`config.mk`:
```
export PLATFORM = sky130hd
export DESIGN_NAME = blob_tally
export DESIGN_NICKNAME = d
export VERILOG_FILES = /design/src/verilog/blob_label_pkg.sv /design/src/verilog/blob_tally.sv
export SDC_FILE = /design/constraint.sdc
export NUM_CORES = 1
export LEC_CHECK = 0
export BUFFER_PORTS_ARGS = -buffer_cell sky130_fd_sc_hd__buf_2
export CAP_MARGIN = 25
export CORE_AREA = 5 5 66 68
export CTS_BUF_LIST = sky130_fd_sc_hd__clkbuf_16
export DETAILED_ROUTE_END_ITERATION = 16
export DIE_AREA = 0 0 71 73
export GPL_TIMING_DRIVEN = 0
export PLACE_DENSITY = 0.68
export SLEW_MARGIN = 20
export SYNTH_ARGS = -nofsm -noshare
export SYNTH_HDL_FRONTEND = slang
export SYNTH_SLANG_ARGS = --single-unit
```
`constraint.sdc`:
```
create_clock -name i_clk -period 3.3 [get_ports i_clk]
set_clock_uncertainty 0.1 [all_clocks]
set_input_delay 0.66 -clock i_clk [delete_from_list [all_inputs] [get_ports i_clk]]
set_output_delay 0.66 -clock i_clk [all_outputs]
set_load 0.1 [all_outputs]
```
`src/verilog/blob_label_pkg.sv`:
```
`default_nettype none

package blob_label_pkg;

    localparam int unsigned label_w    = 6;             // label 0 is background
    localparam int unsigned max_labels = 1 << label_w;  // includes label 0

    localparam int unsigned size_w  = 8;   // 192 pixels per frame
    localparam int unsigned count_w = 6;

    // blob passes when size > max size >> size_shift
    localparam int unsigned size_shift = 3;

endpackage

`default_nettype wire

```
`src/verilog/blob_tally.sv`:
```
`timescale 1ns/1ps
`default_nettype none

module blob_tally import blob_label_pkg::*; (
    input  logic               i_clk,
    input  logic               i_rst,
    input  logic               i_frame_end,
    input  logic [size_w-1:0]  i_rd_size,
    output logic [label_w-1:0] o_rd_idx,
    output logic               o_valid,
    output logic [count_w-1:0] o_count
);

    typedef enum logic [1:0] {
        st_idle,
        st_max,
        st_count
    } state_t;

    state_t             state;
    logic [label_w-1:0] idx;
    logic [size_w-1:0]  max_size;
    logic [count_w-1:0] cnt;
    logic               last_idx;
    logic               big;

    assign o_rd_idx = idx;
    assign last_idx = (idx == label_w'(max_labels - 1));
    assign big      = i_rd_size > (max_size >> size_shift);  // empty entries never pass

    always_ff @(posedge i_clk or posedge i_rst) begin
        if (i_rst) begin
            state    <= st_idle;
            idx      <= '0;
            max_size <= '0;
            cnt      <= '0;
            o_valid  <= 1'b0;
            o_count  <= '0;
        end else begin
            o_valid <= 1'b0;
            case (state)
                st_idle: begin
                    idx      <= '0;
                    max_size <= '0;
                    cnt      <= '0;
                    if (i_frame_end) begin
                        state <= st_max;
                    end
                end
                st_max: begin
                    if (i_rd_size > max_size) begin
                        max_size <= i_rd_size;
                    end
                    idx <= idx + 1'b1;  // wraps to 0 for the count pass
                    if (last_idx) begin
                        state <= st_count;
                    end
                end
                st_count: begin
                    idx <= idx + 1'b1;
                    if (big) begin
                        cnt <= cnt + 1'b1;
                    end
                    if (last_idx) begin
                        o_count <= cnt + count_w'(big);
                        o_valid <= 1'b1;
                        state   <= st_idle;
                    end
                end
                default: begin
                    state <= st_idle;
                end
            endcase
        end
    end

    // a new frame may only end once the previous tally is out
    a_end_when_idle: assert property (@(posedge i_clk) disable iff (i_rst)
        i_frame_end |-> (state == st_idle));

endmodule

`default_nettype wire

```
==> reports/qor.yml <==
critical_path:
  worstSetupPathType: "in2reg"
  critPathLaunch: "i_rd_size[1]"
  critPathLaunchType: "input port"
  r2r_setup_slack_ns: 0.64
  r2r_cells: 12
  cp.required_ns: 3.33
  reg2reg_to: "o_count[4]"
  endpoint_kind: "flop"
  cpPeakStageDelay_ns: 0.44
  endpoint: "o_count[4]"
  cp_cell_sequence: "buf_2 > ha_1 > nor2b_1 > o211ai_1 > a21oi_1 > or4_1 > buf_6 > ha_1 > ha_1 > nand3_1 > xor2_1 > o21ai_0"
  cpMostUsedCell: "ha_1"
  cp_slowest_cell: "or4_1"
  r2r_start: "max_size[4]"
  worstPathArrival_ns: 2.81
  crit_fanout: 8
yosys:
  synth_top_family_by_area: "simple AND/OR/NAND/NOR gates"
  synth_compound_area_frac: 0.110
  synth_fa_ha_area_frac: 0.157
  synth.distinct_cells: 29
  yosysSeqAreaShare: 0.415
  muxShareOfSynthArea: 0.0472
  synth_area_um2: 1750
  synth_xor_area_frac: 0.0350
  yosys_warnings: 0
  syn-num-nets: 218
  ys_seq_elements: 29
  synthSimpleGateAreaFrac: 0.174
  syn_inst: 185
  avgSynthCellArea_um2: 9.46
clock_network:
  cts_root_buf: "clkbuf_16"
  h-tree-depth: 2
  cts_resized: 0
  cts_tree: "done"
  cts_buffers: 5
  clockBufferDepth: 2
  cts.sinks: 29
  postCtsSetupBuffers: 0
  insertion_delay_ns: 0.27
  holdBufCountCts: 0
  path_clk_slew_ns: 0.05
power_and_ir_drop:
  power.internal_mw: 0.918
  pwr-share-comb: 0.401
  power_frac_seq: 0.320
  power.net_switching_mw: 0.593
  cellLeakagePower_nw: 1.06
  switching_share: 0.393
  power.share.clock: 0.279
  peakVddDrop_mv: 0.438
  power_density_nw_per_um2: 731
timing:
  finalSetupTns_ns: 0
  setup_ws_ns: 0.516
  rsz0062_at_grt: "false"
  finalHoldViolations: 0
  max_slew.worst_pin.slew_ns: 0.615
  finalSetupViolations: 0
  maxSlewHeadroom: 0.589
  max_freq_ghz: 0.359
  final-max-slew-violation-count: 0
  fin_crit_sh: 0.844
  layout_min_cycle_time_ns: 2.78
placement:
  pre_cts_ws_ns: 0.234
  portBuffers: 23
  place_hpwl_um: 2530
  gp_congestion: 0.780
global_routing:
  grt_pass1_vias: 1296
  antenna_found_initial: 0
  grt_use_total: 0.142
  grt_pass1_wl_um: 5780
  grt_max_degree: 30
  grt_overflow: 0
routing:
  antenna_left: 0
  drt-total-wl_um: 3380
  via_count: 1337
  drtIter0Drc: 48
  drc: 0
  wl_per_cell_um: 12.7
  viasPerCell: 5.03
  drtPass1Iterations: 4
die:
  die_y_um: 73
  initial_utilization: 0.461
  die_w_um: 71
  die_area_um2: 5180
  row_count: 23
  io_pins: 24
  coreArea_um2: 3800
cells_and_area:
  drive_above_1_share: 0.171
  fill_cells: 368
  final_core_util: 0.544
  synthToLayoutAreaGrowth_pct: 18.1
  antenna_cells: 0
  finalNetCount: 248
outcome:
  outcome: "finished clean"
flow_run:
  maxCapViolations: 0
min_path:
  hold_path_class: "in2async"
[cells in the mapped netlist]
cell      number  area (µm²)
nand4_1        5        31.3
a211oi_1       1        7.51
nor2b_1        6        37.5
inv_1         20        75.1
and3_1         3        18.8
clkbuf_1       4        15.0
a31o_2         1        8.76
nor2_1         4        15.0
nor3b_1        1        7.51
ha_1          22         275
and4_1         1        8.76
o211ai_1       2        15.0
nand3_1       16        80.1
nand2b_1       2        12.5
buf_6          1        11.3
xnor2_1        2        17.5
a21o_1         1        7.51
and4b_1        1        10.0
xor2_1         5        43.8
mux2i_1        6        60.1
a21oi_1        7        35.0
nand2_1       20        75.1
o221ai_2       1        15.0
or4_1          1        7.51
a22o_1         1        8.76
mux2_2         2        22.5
dfrtp_1       29         726
buf_4          1        7.51
o21ai_0       19        95.1
[cell families (layout without fill, tap and decap cells)]
family,count (synthesis),after routing
buf+inv,26,57
fa+ha+maj,22,22
mux,8,8
simple gates,60,60
compound gates,33,33
xor+xnor,7,7
flops,29,29
[critical path, delay by kind of cell]
| kind | cells | cell delay [ns] |
|---|---|---|
| AO/OA/AOI/OAI | 3 | 0.34 |
| adder cells (fa/ha/maj) | 3 | 0.72 |
| buffers and inverters | 2 | 0.29 |
| XOR/XNOR | 1 | 0.13 |
| AND/OR/NAND/NOR | 3 | 0.67 |
[flip-flops by register name, indices dropped and copies added (netlist names)]
name      cells
max_size      8
cnt           6
o_count       6
o_rd_idx      6
state         2
o_valid       1
[stage by stage]
stage | hold WS, ns | instances | area [µm²] | total power [mW]
3_5_place_dp | 0.374 | 258 | 1930 | 1.10
5_1_grt | 0.403 | 266 | 2070 | 1.63
6_report | 0.361 | 266 | 2070 | 1.51
2_1_floorplan | 0.369 | 185 | 1750 | 0.960
3_3_place_gp | 0.362 | 258 | 1930 | 1.08
4_1_cts | 0.384 | 266 | 2070 | 1.53
[cell type report]
type | count | area [µm²] | share of cell area
sequential | 29 | 726 | 0.351
multi-input combinational | 130 | 916 | 0.443
clock buffer | 5 | 125 | 0.0605
tap | 50 | 62.6 | 0.0303
inverter | 20 | 75.1 | 0.0363
clock inverter | 3 | 13.8 | 0.00666
buffer | 6 | 33.8 | 0.0163
timing repair buffer | 23 | 115 | 0.0557
[power by group through the flow]
stage	logic, mW	clock network (mW)	registers, mW
after floorplan	0.394	0	0.566
after global placement	0.596	0	0.486
after detailed placement	0.609	0	0.490
after CTS	0.616	0.432	0.484
after global routing	0.688	0.447	0.492
final	0.606	0.421	0.484
[placed cells by master, fill, tap and decap left out]
| master | instances |
|---|---|
| inv_2 | 1 |
| o211ai_1 | 2 |
| nand2_1 | 20 |
| xnor2_1 | 2 |
| a31o_2 | 1 |
| mux2_2 | 2 |
| nand4_1 | 5 |
| a211oi_1 | 1 |
| inv_1 | 20 |
| buf_4 | 1 |
| ha_1 | 22 |
| and3_1 | 3 |
| o221ai_2 | 1 |
| and4b_1 | 1 |
| clkbuf_1 | 4 |
| nor2_1 | 4 |
| mux2i_1 | 6 |
| dfrtp_1 | 29 |
| clkinv_2 | 2 |
| nor2b_1 | 6 |
| xor2_1 | 5 |
| a21oi_1 | 7 |
| buf_2 | 23 |
| a22o_1 | 1 |
| o21ai_0 | 19 |
| nor3b_1 | 1 |
| clkbuf_16 | 5 |
| nand3_1 | 16 |
| or4_1 | 1 |
| a21o_1 | 1 |
| buf_6 | 1 |
| and4_1 | 1 |
| nand2b_1 | 2 |
[how the worst min path moves through the flow]
stage / end / slack (ns) / cells past startpoint
finish: max_size[0] / 0.36 / 2
global route: o_count[5] / 0.40 / 2
floorplan: max_size[1] / 0.37 / 2
detailed placement: o_count[5] / 0.37 / 2
CTS: o_count[5] / 0.38 / 2
global placement: o_count[5] / 0.36 / 2
[layer usage]
| layer | wire length, µm | GRT usage |
|---|---|---|
| met1 | 1670 | 0.179 |
| met2 | 1490 | 0.226 |
| met3 | 132 | 0.0455 |
| met4 | 87 | 0.0605 |
| met5 | 0 | 0 |
No activity file was read; power rests on OpenSTA's default activity.
