File: src/verilog/img_geom_pkg.sv
`default_nettype none

package img_geom_pkg;

    // frame geometry in raster order
    localparam int unsigned img_cols = 16;
    localparam int unsigned img_rows = 12;

    localparam int unsigned col_w = $clog2(img_cols);
    localparam int unsigned row_w = $clog2(img_rows);

endpackage

`default_nettype wire

File: src/verilog/blob_label_pkg.sv
`default_nettype none

package blob_label_pkg;

    localparam int unsigned label_w    = 6;             // label 0 is background
    localparam int unsigned max_labels = 1 << label_w;  // includes label 0

    localparam int unsigned size_w  = 8;   // 192 pixels per frame
    localparam int unsigned count_w = 6;

    // blob passes when size > max size >> size_shift
    localparam int unsigned size_shift = 3;

endpackage

`default_nettype wire

File: src/verilog/raster_window.sv
`timescale 1ns/1ps
`default_nettype none

module raster_window import img_geom_pkg::*, blob_label_pkg::*; #(
    parameter int unsigned cols = img_cols,
    parameter int unsigned rows = img_rows
) (
    input  logic               i_clk,
    input  logic               i_rst,
    input  logic               i_valid,
    input  logic               i_pixel,
    input  logic [label_w-1:0] i_label,
    output logic               o_strobe,
    output logic               o_fg,
    output logic               o_frame_end,
    output logic [label_w-1:0] o_left,
    output logic [label_w-1:0] o_up_left,
    output logic [label_w-1:0] o_up,
    output logic [label_w-1:0] o_up_right
);

    // coordinates of the pixel in the strobe stage
    logic [col_w-1:0]   col_cnt;
    logic [row_w-1:0]   row_cnt;
    logic [label_w-1:0] line_buf [cols];  // [0] newest, [cols-1] is the pixel above
    logic [label_w-1:0] left_r;
    logic [label_w-1:0] up_left_r;
    logic               first_col;
    logic               last_col;
    logic               first_row;
    logic               last_row;

    assign first_col = (col_cnt == '0);
    assign last_col  = (col_cnt == col_w'(cols - 1));
    assign first_row = (row_cnt == '0);
    assign last_row  = (row_cnt == row_w'(rows - 1));

    always_ff @(posedge i_clk or posedge i_rst) begin
        if (i_rst) begin
            o_strobe    <= 1'b0;
            o_fg        <= 1'b0;
            o_frame_end <= 1'b0;
            col_cnt     <= '0;
            row_cnt     <= '0;
        end else begin
            o_strobe    <= i_valid;
            o_fg        <= i_valid & i_pixel;
            o_frame_end <= o_strobe & last_col & last_row;
            if (o_strobe) begin
                if (last_col) begin
                    col_cnt <= '0;
                    row_cnt <= last_row ? '0 : row_cnt + 1'b1;
                end else begin
                    col_cnt <= col_cnt + 1'b1;
                end
            end
        end
    end

    always_ff @(posedge i_clk) begin
        if (o_strobe) begin
            line_buf[0] <= i_label;
            for (int k = 1; k < cols; k++) begin
                line_buf[k] <= line_buf[k-1];
            end
            left_r    <= i_label;
            up_left_r <= line_buf[cols-1];  // above becomes above-left
        end
    end

    // outside the image is background
    assign o_left     = first_col ? '0 : left_r;
    assign o_up_left  = (first_col || first_row) ? '0 : up_left_r;
    assign o_up       = first_row ? '0 : line_buf[cols-1];
    assign o_up_right = (last_col || first_row) ? '0 : line_buf[cols-2];

    // no pixels while the tally runs
    a_no_pixel_at_end: assert property (@(posedge i_clk) disable iff (i_rst)
        o_frame_end |-> !i_valid);

endmodule

`default_nettype wire

File: config.mk
export PLATFORM = sky130hd
export DESIGN_NAME = raster_window
export DESIGN_NICKNAME = d
export VERILOG_FILES = /design/src/verilog/img_geom_pkg.sv /design/src/verilog/blob_label_pkg.sv /design/src/verilog/raster_window.sv
export SDC_FILE = /design/constraint.sdc
export NUM_CORES = 1
export LEC_CHECK = 0
export BUFFER_PORTS_ARGS = -buffer_cell sky130_fd_sc_hd__buf_2
export CORE_MARGIN = 4
export CORE_UTILIZATION = 55
export DETAILED_ROUTE_END_ITERATION = 10
export PLACE_DENSITY_LB_ADDON = 0.05
export SYNTH_ARGS = -nofsm -noshare
export SYNTH_HDL_FRONTEND = slang
export SYNTH_SLANG_ARGS = --single-unit
File: constraint.sdc
create_clock -name i_clk -period 9.62 [get_ports i_clk]
set_clock_uncertainty 0.15 [all_clocks]
set_input_delay 0.962 -clock i_clk [delete_from_list [all_inputs] [get_ports i_clk]]
set_output_delay 0.962 -clock i_clk [all_outputs]
set_load 0.02 [all_outputs]
==> qor.yml, run 1 <==
yosys_warnings: 0
status: "complete, no violations"
ys_seq_area_frac: 0.887
clk_pin_slew_ns: 0.06
grt_max_degree: 60
die_h_um: 90.7
synth_edf_count: 102
root_buffer: "clkbuf_8"
period_minus_slack_ns: 3.68
grt_use_total: 0.133
crit_path_max_fanout: 7
finalCritPeriodShare: 0.382
ant_nets: 0
yosysTopAreaCell: "edfxtp_1"
hpwlAfterDp_um: 2900
whs_ns: 0.264
cts_buffer_depth: 2
rows: 29
clock-sinks: 113
end_kind: "output port"
fin_ws_ns: 5.94
ys_ff_latch: 113
die_w_um: 90.7
syn2layout_area_growth_pct: 24.1
arrival_ns: 2.56
netlist_area_um2: 3760
timing.final.max_slew_violations: 0
worst_setup_path_start_kind: "register"
synthTopCellsByArea: "edfxtp_1 81%, dfrtp_1 7.3%, and2_1 2.2%"
final_nets: 248
drtPass1Iterations: 5
ir_drop_mv: 0.190
vias_per_cell: 5.11
core_um2: 6490
wire_per_inst_um: 15.3
fillers: 391
critPathSlowestCell: "nor3b_1"
setup_violations: 0
drc_errors: 0
yosys_most_used_dff: "edfxtp_1"
drive_gt1_frac: 0.291
powerDensity_nw_per_um2: 297
htreeDepth: 4
grt_pass1_wl_um: 8140
cts_buffers: 17
antenna_found_initial: 0
clk_latency_ns: 0.50
die-area_um2: 8230
grt_remaining_overflow: 0
synth_common_cells: "102 x edfxtp_1, 13 x and2_1, 11 x dfrtp_1"
dpl_cell_area_um2: 4050
path_cells: "inv_1 > ha_1 > nor3b_1 > nor2_1 > and2_1 > buf_2"
fmax_ghz: 0.272
ioPinCount: 37
required_ns: 8.51
synth_most_common_cell: "edfxtp_1"
drt_iter0_drc: 108
postCtsHoldBufs: 0
postCtsResizedCells: 0
start_util: 0.579
syn_nets: 193
crit_path_max_incr_delay_ns: 0.81
stdcell_count: 324
syn_inst: 179
post_cts_buffers: 0
crit_type: "register to output port"
grt_pass1_vias: 1688
slew_headroom: 0.328
synth_area_per_cell_um2: 21.0
vias: 1656
rsz0062_at_grt: "false"
routabilityCongestion: 0.739
pre_cts_slack_ns: 6.41
final_hold_viol_count: 0
power_mw: 1.39
dp.cells: 292
p_leak_nw: 1.79
drv_cap: 0
synth_cell_types: 23
stdcell_area_um2: 4670
hold_class: "register to register"
cts_tree: "done"
portBuffers: 36
drt-total-wl_um: 4970
worstMarginPinSlew_ns: 1.01
post-route-util: 0.719
setup_tns_ns: 0
async_reset_ff_frac: 0.0973
antennaDiodeCount: 0
synth.top_cell.area_share: 0.814
==> registers in the layout, indices dropped and copies added (netlist names) <==
signal / flops
o_strobe: 1
row_cnt: 4
o_frame_end: 1
col_cnt: 4
line_buf: 96
o_fg: 1
up_left_r: 6
==> report_power, final <==
part / switching [mW] / internal [mW]
Sequential: 0.0254 / 0.575
Clock: 0.216 / 0.423
Combinational: 0.0926 / 0.0527
==> critical path: cells and delay by family (launching register included) <==
| kind | cells | cell delay [ns] |
|---|---|---|
| adders and majority gates | 1 | 0.14 |
| buffers and inverters | 2 | 0.25 |
| DFF | 1 | 0.43 |
| and+or+nand+nor | 3 | 1.24 |
==> placed cells by master, fill, tap and decap left out, drive strengths merged <==
cell and count:
nor2b 8, inv 8, edfxtp 102, and2 13
o41ai 1, nor2 5, clkinvlp 2, mux2 1
ha 4, nand4 1, nand3 3, and4 1
bufinv 4, a31oi 1, nand3b 1, xnor2 2
and2b 4, dfrtp 11, clkbuf 17, buf 37
clkinv 6, nor3b 2, or4b 1, nand2 6
o21ai 5, a21oi 1
==> area by class of cell <==
cell class / count / area (µm²) / share of cell area
sequential: 113 / 3340 / 0.716
clock buffer: 17 / 414 / 0.0887
multi-input combinational: 60 / 400 / 0.0858
clock inverter: 15 / 209 / 0.0448
timing repair buffer: 37 / 188 / 0.0402
tap: 77 / 96.3 / 0.0206
inverter: 5 / 18.8 / 0.00402
==> worst paths after layout <==
kind	startpoint	to	slack, ns	cells after the start
max in group asynchronous	i_rst	o_strobe	8.70	2
worst min-delay path	line_buf[13][3]	line_buf[14][3]	0.26	0
min in group asynchronous	i_rst	row_cnt[2]	0.29	2
worst max register to register	o_strobe	row_cnt[2]	7.01	4
worst min register to register	line_buf[13][3]	line_buf[14][3]	0.26	0
worst max-delay path	col_cnt[0]	o_up_left[3]	5.94	6
==> routing by layer <==
| metal | GRT usage | vias up | routed length, µm |
|---|---|---|---|
| met5 | 0 | - | 0 |
| met4 | 0.0625 | 0 | 77 |
| met3 | 0.0708 | 9 | 364 |
| met2 | 0.199 | 58 | 2350 |
| met1 | 0.159 | 798 | 2170 |
| li1 | - | 791 | - |
==> kinds of logic (layout without fill, tap and decap cells) <==
logic type      Yosys count  after routing  synth area share
fa+ha+maj                 4              4            0.0133
compound gates            8              8            0.0120
flops                   113            113             0.887
buf+inv                   6             74           0.00632
mux                       1              1           0.00299
simple gates             45             45            0.0735
xor+xnor                  2              2           0.00466
(Power assumes the default switching activity.)
==> inputs of run 2 (changes only) <==
CORE_UTILIZATION = 52   (was 55)
clock period = 3.33 ns   (was 9.62 ns; I/O delays follow)
==> run 2 against run 1 <==
Net effect: final area grew 0.51%; critical path depth is the same; utilization shrank 3.9 points; critical endpoint is now o_up_left[0]; register-to-register slack lost 5.5 ns; via count grew 2.5%; sequential share of layout area shrank 0.36 points; power grew to 2.7 times the previous value; largest cell class unchanged; setup slack lost 5.2 ns; sequential power grew to 2.9 times the previous value; highest routed layer unchanged; cell count grew 9.6%; non-clock buffer count grew 12.
==> qor.yml, run 2 (synthesis results as in run 1) <==
status: "complete, no violations"
setup_violations: 0  # unchanged
portBuffers: 36  # unchanged
ir_drop_mv: 0.474  # +150%
cts_buffers: 17  # unchanged
final_nets: 260  # +4.8%
grt_max_degree: 41  # -32%
final_cell_mix: "102 x edfxtp_1, 36 x buf_2, 17 x clkbuf_16"
reg2reg_slack_ns: 1.52  # -5.49 ns
hpwlAfterDp_um: 3020  # +4.3%
worst_r2r_startpoint: "o_strobe"
largest_register: "line_buf"
drive_gt1_frac: 0.270  # -0.0212
drv_cap: 0  # unchanged
crit_type: "register to output port"
clk_pin_slew_ns: 0.05  # about the same
drc_errors: 0  # unchanged
grt_pass1_wl_um: 8630  # +5.9%
largest_reg_flops: 96  # unchanged
final_hold_viol_count: 0  # unchanged
rows: 30  # +3.4%
core_um2: 6910  # +6.3%
rsz0062_at_grt: "false"
rr_worst_depth: 3  # -1
die-area_um2: 8660  # +5.2%
fmax_ghz: 0.381
power_mw: 3.69  # +170%
required_ns: 2.85  # -5.66 ns
postCtsResizedCells: 0  # unchanged
vias_per_cell: 4.78  # -6.4%
end_kind: "output port"
clock-sinks: 113  # unchanged
antennaDiodeCount: 0  # unchanged
vias: 1698  # +2.5%
grt_pass1_vias: 1779  # +5.4%
powerDensity_nw_per_um2: 786  # +160%
crit_path_max_fanout: 8  # +1
syn2layout_area_growth_pct: 24.7
setup_tns_ns: 0  # unchanged
period_minus_slack_ns: 2.62
worstMarginPinSlew_ns: 0.500  # -0.505 ns
postCtsHoldBufs: 9  # +9
ioPinCount: 37  # unchanged
finalCritPeriodShare: 0.788
cts_tree: "done"
arrival_ns: 2.14  # -0.42 ns
slew_headroom: 0.665  # +0.337
die_w_um: 93.1  # +2.6%
p_leak_nw: 1.80  # +0.78%
drt_iter0_drc: 85  # -21%
grt_use_total: 0.136  # +0.00268
antenna_found_initial: 0  # unchanged
htreeDepth: 4  # unchanged
layout_commonest_cell: "edfxtp_1"
post-route-util: 0.679  # -0.0394
clk_latency_ns: 0.49  # about the same
routabilityCongestion: 0.692  # -6.3%
drt-total-wl_um: 5130  # +3.2%
root_buffer: "clkbuf_8"
grt_remaining_overflow: 0  # unchanged
cts_buffer_depth: 2  # unchanged
hold_class: "input port to async pin"
top_regs: "line_buf (96), up_left_r (6)"
reg2reg_to: "row_cnt[3]"
ant_nets: 0  # unchanged
post_cts_buffers: 0  # unchanged
drtPass1Iterations: 5  # unchanged
timing.final.max_slew_violations: 0  # unchanged
start_util: 0.545  # -0.0345
die_h_um: 93.1  # +2.6%
worst_setup_path_start_kind: "register"
wire_per_inst_um: 14.4  # -5.8%
==> run 2: cell count changes in the layout (fill, tap and decap cells not counted), moves of 2 or more <==
cell and change:
clkinvlp_4 -2, clkinv_4 -5, dlygate4sd3_1 +9, bufinv_16 -4, buf_4 +3, clkbuf_1 +6
inv_6 -3, clkinv_2 +7
==> run 2: worst max-delay path: stages (launching register included) <==
cell and delay (ns):
dfrtp_1 0.40, inv_1 0.10, ha_1 0.13, nor3b_2 0.43, nor2_1 0.22, and2_1 0.21, buf_2 0.15
==> run 2: final cells by class <==
class,count,area (µm²)
multi-input cells,60,400
clock inverters,7,35.0
repair buffers,49,300
flip-flops and latches,113,3340
fillers,469,2210
inverters,5,18.8
well taps,96,120
clock buffers,25,475
==> run 2: through the flow <==
| step | std cells | hold slack, ns | instance area, µm² | setup WS [ns] |
|---|---|---|---|---|
| 2_1_floorplan | 179 | 0.0354 | 3760 | 0.673 |
| 3_3_place_gp | 314 | 0.171 | 4090 | 1.18 |
| 3_5_place_dp | 314 | 0.193 | 4090 | 1.18 |
| 4_1_cts | 355 | 0.215 | 4690 | 0.626 |
| 5_1_grt | 355 | 0.254 | 4690 | 0.490 |
| 6_report | 355 | 0.228 | 4690 | 0.705 |
==> run 2: how the worst max path moves through the flow <==
stage | from | end | slack (ns) | depth (start not counted)
floorplan | o_strobe | row_cnt[2] | 0.67 | 4
global placement | row_cnt[0] | o_up_left[3] | 1.18 | 6
detailed placement | row_cnt[0] | o_up_left[0] | 1.18 | 6
CTS | row_cnt[0] | o_up_left[0] | 0.63 | 6
global route | row_cnt[0] | o_up_right[5] | 0.49 | 6
finish | row_cnt[0] | o_up_left[0] | 0.71 | 6
==> run 2: per-layer routing <==
metal / wire length, µm / GRT usage / share of wire
met2: 2450 / 0.199 / 0.48
met1: 2300 / 0.170 / 0.45
met3: 314 / 0.0692 / 0.061
met4: 63 / 0.0611 / 0.012
met5: 0 / 0 / 0
==> run 2: power breakdown <==
group	internal, mW	switching [mW]	total, mW
clock	0.965	0.544	1.51
combinational	0.165	0.278	0.443
sequential	1.66	0.0716	1.74
total	2.79	0.894	3.69
